## src/hw/chipbus_cfg.svh

```systemverilog
// build constants for the chip-bus block: widths, address map, reset length
// include wherever a width or page value is needed

`ifndef CHIPBUS_CFG_SVH
`define CHIPBUS_CFG_SVH

// ---------------------------------------------------------------------------
// bus widths
// ---------------------------------------------------------------------------
`define CB_ADDR_W     23      // word address, bits 23:1
`define CB_DATA_W     16      // data bus
`define CB_UNITS      2       // timer units, one per byte lane

// ---------------------------------------------------------------------------
// address map, value of addr[23:16]
// ---------------------------------------------------------------------------
`define CB_CIA_PAGE   8'hBF   // cia space
`define CB_RTC_PAGE   8'hDC   // real-time clock nibbles

// ---------------------------------------------------------------------------
// system reset stretch
// ---------------------------------------------------------------------------
`define CB_RST_FRAMES 4       // frame events held after a request ends

`endif

```

## src/hw/chipbus_pkg.sv

```systemverilog
// shared types of the chip-bus block
// referenced by scoped name from every module and the testbench

`include "chipbus_cfg.svh"

package chipbus_pkg;

	// bus payload types
	typedef logic [`CB_ADDR_W:1]  bus_addr_t;   // indexed like the cpu pins, 23:1
	typedef logic [`CB_DATA_W-1:0] bus_data_t;
	typedef logic [7:0]           lane_t;       // one byte lane

	// timer register select, from addr[11:8]
	typedef enum logic [3:0] {
		TA_LO = 4'd0,   // counter / latch low byte
		TA_HI = 4'd1,   // counter / latch high byte
		ICR   = 4'd2,   // interrupt control
		CRA   = 4'd3    // control, bit 0 start, bit 3 one-shot
	} cia_reg_e;

	// interrupt level seen by the processor
	typedef enum logic [2:0] {
		IPL_NONE  = 3'd0,
		IPL_PORTS = 3'd2,   // unit 0
		IPL_EXTER = 3'd6    // unit 1
	} ipl_e;

	// reset sequencer
	typedef enum logic [1:0] {
		RST_HOLD,     // request still active
		RST_COUNT,    // counting frame events
		RST_RUN       // system released
	} rst_state_e;

endpackage

```

## src/hw/bus_decoder.sv

```systemverilog
// address decoder that turns each rising edge of the address strobe into
// one-cycle access strobes for the timer units and the rtc

`timescale 1ns/1ns
`include "chipbus_cfg.svh"

module bus_decoder (
	input  logic                  clk,
	input  logic                  reset,
	input  logic                  as,        // active-high address strobe
	input  logic                  rw,        // 1 = read
	input  chipbus_pkg::bus_addr_t addr,
	output logic                  acc_rd,
	output logic                  acc_wr,
	output logic                  acc_any,   // any cycle mapped or not
	output chipbus_pkg::cia_reg_e acc_reg,
	output logic [`CB_UNITS-1:0]  cia_sel,
	output logic                  rtc_sel,
	output logic [3:0]            rtc_idx
);

	logic                 as_q;       // strobe from last edge
	logic                 as_rise;
	logic                 cia_page;
	logic                 rtc_page;
	logic [`CB_UNITS-1:0] unit_hit;

	assign as_rise  = as & ~as_q;
	assign cia_page = (addr[23:16] == `CB_CIA_PAGE);
	assign rtc_page = (addr[23:16] == `CB_RTC_PAGE);

	// unit i answers when addr[12+i] is low and both may hit
	always_comb begin
		for (int i = 0; i < `CB_UNITS; i++) begin
			unit_hit[i] = cia_page & ~addr[12 + i];
		end
	end

	// one pulse per bus cycle on every strobe
	always_ff @(posedge clk) begin
		if (reset) begin
			as_q    <= 1'b0;
			acc_rd  <= 1'b0;
			acc_wr  <= 1'b0;
			acc_any <= 1'b0;
			cia_sel <= '0;
			rtc_sel <= 1'b0;
		end else begin
			as_q    <= as;
			acc_rd  <= as_rise & rw;
			acc_wr  <= as_rise & ~rw;
			acc_any <= as_rise;
			cia_sel <= as_rise ? unit_hit : '0;
			rtc_sel <= as_rise & rtc_page;   // writes dropped later
		end
	end

	// register field and nibble index are only meaningful with a strobe
	always_ff @(posedge clk) begin
		if (as_rise) begin
			acc_reg <= chipbus_pkg::cia_reg_e'(addr[11:8]);
			rtc_idx <= addr[5:2];
		end
	end

	// a held strobe never gives a second access
	assert property (@(posedge clk) disable iff (reset)
		acc_any |=> !acc_any);

endmodule

```

## src/hw/cia_timer.sv

```systemverilog
// one cia-style interval timer on a single byte lane
// 16-bit latch and down counter, start/one-shot control, one interrupt source
// accesses come as one-cycle strobes from the decoder

`timescale 1ns/1ns
`include "chipbus_cfg.svh"

module cia_timer (
	input  logic                  clk,
	input  logic                  reset,
	input  logic                  sel,      // this unit addressed
	input  logic                  acc_rd,
	input  logic                  acc_wr,
	input  chipbus_pkg::cia_reg_e acc_reg,
	input  chipbus_pkg::lane_t    wdata,
	input  logic                  tick,     // counts on the rising edge
	output chipbus_pkg::lane_t    rdata,    // zero unless reading
	output logic                  ack,
	output logic                  irq
);

	logic               tick_q;
	logic               tick_rise;
	logic [15:0]        ta_latch;
	logic [15:0]        ta_cnt;
	chipbus_pkg::lane_t cra;        // control reg a
	logic               icr_mask;
	logic               icr_flag;   // underflow seen
	logic               underflow;
	logic               rd_hit;
	logic               wr_hit;

	assign tick_rise = tick & ~tick_q;
	// a tick while the counter sits at zero is the underflow
	assign underflow = tick_rise & cra[0] & (ta_cnt == 16'd0);
	assign rd_hit    = sel & acc_rd;
	assign wr_hit    = sel & acc_wr;
	assign irq       = icr_flag & icr_mask;

	always_ff @(posedge clk) begin
		if (reset) begin
			tick_q   <= 1'b0;
			ta_latch <= 16'd0;
			ta_cnt   <= 16'd0;
			cra      <= '0;
			icr_mask <= 1'b0;
			icr_flag <= 1'b0;
			ack      <= 1'b0;
			rdata    <= '0;
		end else begin
			tick_q <= tick;
			ack    <= sel & (acc_rd | acc_wr);   // one cycle behind the strobe

			// ------------------------------------------------------------------
			// counting
			// ------------------------------------------------------------------
			if (underflow) begin
				ta_cnt <= ta_latch;   // reload
				if (cra[3])
					cra[0] <= 1'b0;   // one-shot stops itself
			end else if (tick_rise && cra[0]) begin
				ta_cnt <= ta_cnt - 16'd1;
			end

			// read clears the flag but an underflow in the same cycle wins
			if (rd_hit && acc_reg == chipbus_pkg::ICR)
				icr_flag <= 1'b0;
			if (underflow)
				icr_flag <= 1'b1;

			// ------------------------------------------------------------------
			// register writes override the counter path
			// ------------------------------------------------------------------
			if (wr_hit) begin
				case (acc_reg)
					chipbus_pkg::TA_LO: ta_latch[7:0] <= wdata;
					chipbus_pkg::TA_HI: begin
						ta_latch[15:8] <= wdata;
						if (!cra[0])
							ta_cnt <= {wdata, ta_latch[7:0]};   // load when stopped
					end
					chipbus_pkg::ICR: begin
						// bit 7 picks set or clear for the mask bit
						if (wdata[7])
							icr_mask <= icr_mask | wdata[0];
						else
							icr_mask <= icr_mask & ~wdata[0];
					end
					chipbus_pkg::CRA: cra <= wdata;
					default: ;   // unused selects ignore writes
				endcase
			end

			// ------------------------------------------------------------------
			// register reads
			// ------------------------------------------------------------------
			rdata <= '0;
			if (rd_hit) begin
				case (acc_reg)
					chipbus_pkg::TA_LO: rdata <= ta_cnt[7:0];
					chipbus_pkg::TA_HI: rdata <= ta_cnt[15:8];
					chipbus_pkg::ICR:   rdata <= {irq, 6'b000000, icr_flag};
					chipbus_pkg::CRA:   rdata <= cra;
					default:            rdata <= '0;
				endcase
			end
		end
	end

	// a select always comes with exactly one read or write strobe
	assert property (@(posedge clk) disable iff (reset)
		sel |-> (acc_rd ^ acc_wr));

endmodule

```

## src/hw/bus_return.sv

```systemverilog
// read-data return path that merges unit lanes and the rtc nibble
// dtack rises two cycles after the strobe for every target and holds until as falls
// also encodes the unit interrupts into a processor level

`timescale 1ns/1ns
`include "chipbus_cfg.svh"

module bus_return (
	input  logic                   clk,
	input  logic                   reset,
	input  logic                   as,
	input  logic                   acc_any,
	input  logic                   acc_rd,
	input  logic                   rtc_sel,
	input  logic [3:0]             rtc_idx,
	input  logic [63:0]            rtc,
	input  logic [`CB_UNITS-1:0]   unit_ack,
	input  chipbus_pkg::lane_t     unit_rdata [`CB_UNITS],
	input  logic [`CB_UNITS-1:0]   unit_irq,
	output chipbus_pkg::bus_data_t rdata,
	output logic                   dtack,
	output chipbus_pkg::ipl_e      ipl
);

	logic                   any_q;     // strobe delayed to unit timing
	logic [3:0]             rtc_nib;
	logic                   done;
	chipbus_pkg::bus_data_t merged;

	// unit ack and delayed strobe land on the same cycle
	assign done = any_q | (|unit_ack);

	// lane i of the bus belongs to unit i
	always_comb begin
		merged      = '0;
		merged[3:0] = rtc_nib;
		for (int i = 0; i < `CB_UNITS; i++) begin
			merged[8*i +: 8] = merged[8*i +: 8] | unit_rdata[i];
		end
	end

	always_ff @(posedge clk) begin
		if (reset) begin
			any_q <= 1'b0;
			dtack <= 1'b0;
			ipl   <= chipbus_pkg::IPL_NONE;
		end else begin
			any_q <= acc_any;
			if (!as)
				dtack <= 1'b0;   // drop one cycle after as
			else if (done)
				dtack <= 1'b1;
			// unit 1 has the higher level
			if (unit_irq[1])
				ipl <= chipbus_pkg::IPL_EXTER;
			else if (unit_irq[0])
				ipl <= chipbus_pkg::IPL_PORTS;
			else
				ipl <= chipbus_pkg::IPL_NONE;
		end
	end

	// rtc nibble read is staged to meet the unit schedule
	always_ff @(posedge clk) begin
		rtc_nib <= (rtc_sel && acc_rd) ? rtc[{rtc_idx, 2'b00} +: 4] : 4'h0;
		if (!as)
			rdata <= '0;
		else if (done)
			rdata <= merged;   // held with dtack
	end

	// dtack only rises for a strobe taken two cycles before
	assert property (@(posedge clk) disable iff (reset)
		$rose(dtack) |-> $past(acc_any, 2));

endmodule

```

## src/hw/reset_sequencer.sv

```systemverilog
// system reset stretcher: holds sys_reset during any reset request and for
// a fixed count of frame events after it ends

`timescale 1ns/1ns
`include "chipbus_cfg.svh"

module reset_sequencer (
	input  logic clk,
	input  logic reset,
	input  logic rst_req,   // soft reset request
	input  logic frame,     // one pulse per frame
	output logic sys_reset
);

	localparam int CNT_W = $clog2(`CB_RST_FRAMES + 1);

	chipbus_pkg::rst_state_e state;
	logic [CNT_W-1:0]        frame_cnt;

	always_ff @(posedge clk) begin
		if (reset || rst_req) begin
			state     <= chipbus_pkg::RST_HOLD;
			frame_cnt <= '0;
		end else begin
			case (state)
				chipbus_pkg::RST_HOLD: begin
					state     <= chipbus_pkg::RST_COUNT;   // request gone, start counting
					frame_cnt <= '0;
				end
				chipbus_pkg::RST_COUNT: begin
					if (frame) begin
						frame_cnt <= frame_cnt + 1'b1;
						if (frame_cnt == CNT_W'(`CB_RST_FRAMES - 1))
							state <= chipbus_pkg::RST_RUN;   // last frame seen
					end
				end
				chipbus_pkg::RST_RUN: ;   // stay until next request
				default: state <= chipbus_pkg::RST_HOLD;
			endcase
		end
	end

	assign sys_reset = (state != chipbus_pkg::RST_RUN);

endmodule

```

## src/hw/chipbus_top.sv

```systemverilog
// top level of the chip-bus block: decoder, two timer units on the byte
// lanes, read-data return and the system reset sequencer

`timescale 1ns/1ns
`include "chipbus_cfg.svh"

module chipbus_top (
	input  logic                   clk,
	input  logic                   reset,
	input  logic                   rst_req,
	input  logic                   frame,
	input  logic                   as,
	input  logic                   rw,
	input  chipbus_pkg::bus_addr_t addr,
	input  chipbus_pkg::bus_data_t wdata,
	input  logic [`CB_UNITS-1:0]   tick,
	input  logic [63:0]            rtc,
	output chipbus_pkg::bus_data_t rdata,
	output logic                   dtack,
	output chipbus_pkg::ipl_e      ipl,
	output logic                   rst_out
);

	// ---------------------------------------------------------------------------
	// internal strobes and unit returns
	// ---------------------------------------------------------------------------
	logic                  sys_reset;
	logic                  acc_rd;
	logic                  acc_wr;
	logic                  acc_any;
	chipbus_pkg::cia_reg_e acc_reg;
	logic [`CB_UNITS-1:0]  cia_sel;
	logic                  rtc_sel;
	logic [3:0]            rtc_idx;
	logic [`CB_UNITS-1:0]  unit_ack;
	logic [`CB_UNITS-1:0]  unit_irq;
	chipbus_pkg::lane_t    unit_rdata [`CB_UNITS];

	assign rst_out = sys_reset;   // reset status out

	reset_sequencer u_rst (
		.clk       (clk),
		.reset     (reset),
		.rst_req   (rst_req),
		.frame     (frame),
		.sys_reset (sys_reset)
	);

	bus_decoder u_dec (
		.clk     (clk),
		.reset   (sys_reset),
		.as      (as),
		.rw      (rw),
		.addr    (addr),
		.acc_rd  (acc_rd),
		.acc_wr  (acc_wr),
		.acc_any (acc_any),
		.acc_reg (acc_reg),
		.cia_sel (cia_sel),
		.rtc_sel (rtc_sel),
		.rtc_idx (rtc_idx)
	);

	// unit i sits on lane i
	for (genvar g = 0; g < `CB_UNITS; g++) begin : g_unit
		cia_timer u_timer (
			.clk     (clk),
			.reset   (sys_reset),
			.sel     (cia_sel[g]),
			.acc_rd  (acc_rd),
			.acc_wr  (acc_wr),
			.acc_reg (acc_reg),
			.wdata   (wdata[8*g +: 8]),
			.tick    (tick[g]),
			.rdata   (unit_rdata[g]),
			.ack     (unit_ack[g]),
			.irq     (unit_irq[g])
		);
	end

	bus_return u_ret (
		.clk        (clk),
		.reset      (sys_reset),
		.as         (as),
		.acc_any    (acc_any),
		.acc_rd     (acc_rd),
		.rtc_sel    (rtc_sel),
		.rtc_idx    (rtc_idx),
		.rtc        (rtc),
		.unit_ack   (unit_ack),
		.unit_rdata (unit_rdata),
		.unit_irq   (unit_irq),
		.rdata      (rdata),
		.dtack      (dtack),
		.ipl        (ipl)
	);

endmodule

```

## config.mk

```make
export PLATFORM = sky130hd
export DESIGN_NAME = chipbus_top
export DESIGN_NICKNAME = d
export VERILOG_FILES = /design/src/hw/chipbus_pkg.sv /design/src/hw/bus_decoder.sv /design/src/hw/cia_timer.sv /design/src/hw/bus_return.sv /design/src/hw/reset_sequencer.sv /design/src/hw/chipbus_top.sv
export VERILOG_INCLUDE_DIRS = /design/src /design/src/hw
export SDC_FILE = /design/constraint.sdc
export NUM_CORES = 1
export LEC_CHECK = 0
export BUFFER_PORTS_ARGS = -buffer_cell sky130_fd_sc_hd__buf_2
export CORE_MARGIN = 3
export CORE_UTILIZATION = 40
export DETAILED_ROUTE_END_ITERATION = 7
export HOLD_SLACK_MARGIN = 0.12
export PLACE_DENSITY = 0.61
export SYNTH_ARGS = -nofsm -noshare
export SYNTH_HDL_FRONTEND = slang
export SYNTH_SLANG_ARGS = --single-unit
```

## constraint.sdc

```tcl
create_clock -name clk -period 2.04 [get_ports clk]
set_clock_uncertainty 0.15 [all_clocks]
set_input_delay 0.306 -clock clk [delete_from_list [all_inputs] [get_ports clk]]
set_output_delay 0.306 -clock clk [all_outputs]
set_load 0.02 [all_outputs]
```

==> impl_metrics.csv <==
group,metric,value,unit
finish,area_growth,37.1,%
power_and_ir_drop,total_power,6.18,mW
sta,relSlewSlack,0.619,
place,hpwlAfterDp,15100,µm
floorplan,die_x,135,µm
power_and_ir_drop,peakVddDrop,0.000609,V
floorplan,core_area,16100,µm²
synth,yosysTopAreaCellShare,0.418,
synth,synthesis.area,6700,µm²
floorplan,start_util,0.416,
global_route,gr-total-overflow,0,
sta,fin_crit,2020,ps
sta,setup_viol,0,
finish,reg_top3,"g_unit.u_timer.ta_cnt: 32 flops, g_unit.u_timer.ta_latch: 32 flops",
synth,synthFlopType,"dfxtp_1",
detailed_routing,drc_errors,0,
finish,final_common_cell,"dfxtp_1",
cts,cts_buffer_depth,2,
min_path,min_from,"addr[17]",
synth,synth_seq_cells,148,
worst_setup_path,arrival,2160,ps
detailed_routing,drt_pass1_iterations,6,
detailed_routing,wl_per_cell,17.0,µm
detailed_routing,drtAntennaViolNets,0,
finish,final_nets,1063,
detailed_routing,drt_iter0_markers,436,
worst_setup_path,r2r_start,"u_dec.acc_reg[1]",
sta,hold_viol_final,0,
min_path,hold_path.class,"in -> reg",
synth,seq_area_frac_synth,0.454,
job,drv_cap,0,
cts,cts_root_buffer,"clkbuf_16",
floorplan,dieHeight,135,µm
cts,cts_tree,"yes",
place,gp_congestion,0.966,
cts,cts.reportedPaths.clkPinSlew,60,ps
sta,tns,0,ps
synth,synth_edf_count,8,
floorplan,ios,132,
finish,final_cell_mix,"136 x dfxtp_1, 125 x buf_2, 108 x nand2_1",
outcome,status,"complete, no violations",
global_route,antenna_found_initial,0,
synth,yosys-top-cells-area,"dfxtp_1 42%, nand2_1 6.2%, mux4_2 4.7%, nor2_1 4.0%, a21oi_1 3.7%",
global_route,grt_max_degree,30,
worst_setup_path,cp_max_fo,9,
detailed_routing,dr_total_vias,6331,
detailed_routing,viasPerCell,5.38,
synth,yosys_warnings,0,
synth,ys_types,65,
synth,yosysTopAreaCell,"dfxtp_1",
finish,drive_gt1_frac,0.315,
worst_setup_path,cp.required,2180,ps
sta,fin_crit_sh,0.990,
sta,slew_viol_final,0,
synth,async_reset_ff_frac,0,
global_route,grt_pass1_wl,31500,µm
sta,holdWs,190,ps
floorplan,rows,46,
cts,insertion_delay,420,ps
synth,synth_nets,837,
power_and_ir_drop,p_leak,3.56,nW
sta,fmax,495,MHz
global_route,grt_pass1_vias,6195,
global_route,gr-usage-all-layers,0.219,
finish,num_antenna_cells,0,
power_and_ir_drop,p_per_area,674,nW/µm²
cts,h-tree-depth,4,
sta,tightest_slew,571,ps
detailed_routing,finalWirelength,20100,µm
finish,fillers,1445,
worst_setup_path,crit_path_start_kind,"register",
sta,grt_setup_unrepaired,"yes",
floorplan,dieArea,18300,µm²
synth,synth_cells,722,
cts,cts_made_buffers,17,
worst_setup_path,crit_start,"u_dec.acc_reg[1]",
synth,synth_area_per_cell,9.28,µm²
worst_setup_path,critPathCaptureType,"register",
place,io_buffer_count,125,
worst_setup_path,criticalPathCategory,"reg -> reg",
cts,cts_num_sinks,148,
layer usage:
layer | track usage | part of all wire
met3 | 0.0464 | 0.048
met2 | 0.368 | 0.49
met5 | 0 | 0
met1 | 0.282 | 0.44
met4 | 0.0705 | 0.020
path summary, 6_finish.rpt:
kind | depth (start not counted) | to | slack, ps
max | 6 | g_unit[0].u_timer.rdata[7] | 20
min | 5 | u_dec.cia_sel[1] | 190
max reg2reg | 6 | g_unit[0].u_timer.rdata[7] | 20
min reg2reg | 1 | u_ret.any_q | 270
cell families after synthesis:
kind of cell / synth area share
muxes: 0.102
AOI/OAI and AO/OA: 0.132
adders and majority gates: 0.00747
other: 0.000560
DFF: 0.454
xor gates and xnor gates: 0.0275
and+or+nand+nor: 0.239
buffers and inverters: 0.0374
synth_stat cells (all sizes together) (5+ instances only):
cell type	n
a211oi	11
a21boi	12
a21oi	51
a222oi	16
and2	12
and3	16
buf	13
clkbuf	29
dfxtp	140
edfxtp	8
inv	12
mux2i	21
mux4	20
nand2	110
nand3	24
nand4	8
nor2	72
nor2b	5
nor3	23
nor4	15
o21ai	20
or3	8
or4	5
xnor2	13
xor2	8
report_power, final:
| part | internal [mW] | leakage (nW) | switching, mW |
|---|---|---|---|
| Sequential | 2.93 | 1.21 | 0.0166 |
| Clock | 1.57 | 0.260 | 1.26 |
| Combinational | 0.244 | 2.09 | 0.154 |
stage by stage:
| stage | area [µm²] | util | setup WS (ps) | instances |
|---|---|---|---|---|
| 2_1_floorplan | 6700 | - | 4.37 | 722 |
| 4_1_cts | 9010 | 0.559 | 2.77 | 1175 |
| 6_report | 9180 | 0.570 | 20.7 | 1177 |
| 3_3_place_gp | 8100 | 0.502 | -3.12 | 1106 |
| 5_1_grt | 9180 | 0.570 | -57.4 | 1177 |
| 3_5_place_dp | 8100 | 0.502 | -22.7 | 1106 |
repair_timing:
action | 4_1_cts | 5_1_grt
endpoints found under the hold margin | 82 | 0
hold buffers | 37 | 0
endpoints found under the setup margin | 4 | 35
cloned | 0 | 0
setup buffers | 0 | 2
gates resized for setup | 3 | 39
pin swaps | 0 | 9
critical path, cell delays in order (launching register included):
cell	delay, ps
edfxtp_1	440
buf_4	170
buf_4	130
and3_2	240
buf_4	190
a222oi_1	400
a21oi_1	160
layout make-up:
class / instances / area (µm²) / area share
multi-input cells: 520 / 3560 / 0.388
flip-flops and latches: 148 / 3050 / 0.332
repair buffers: 249 / 1720 / 0.188
clock buffers: 20 / 437 / 0.0476
well taps: 216 / 270 / 0.0294
clock inverters: 12 / 96.3 / 0.0105
inverters: 12 / 45.0 / 0.00491
No activity file was read; power rests on OpenSTA's default activity.
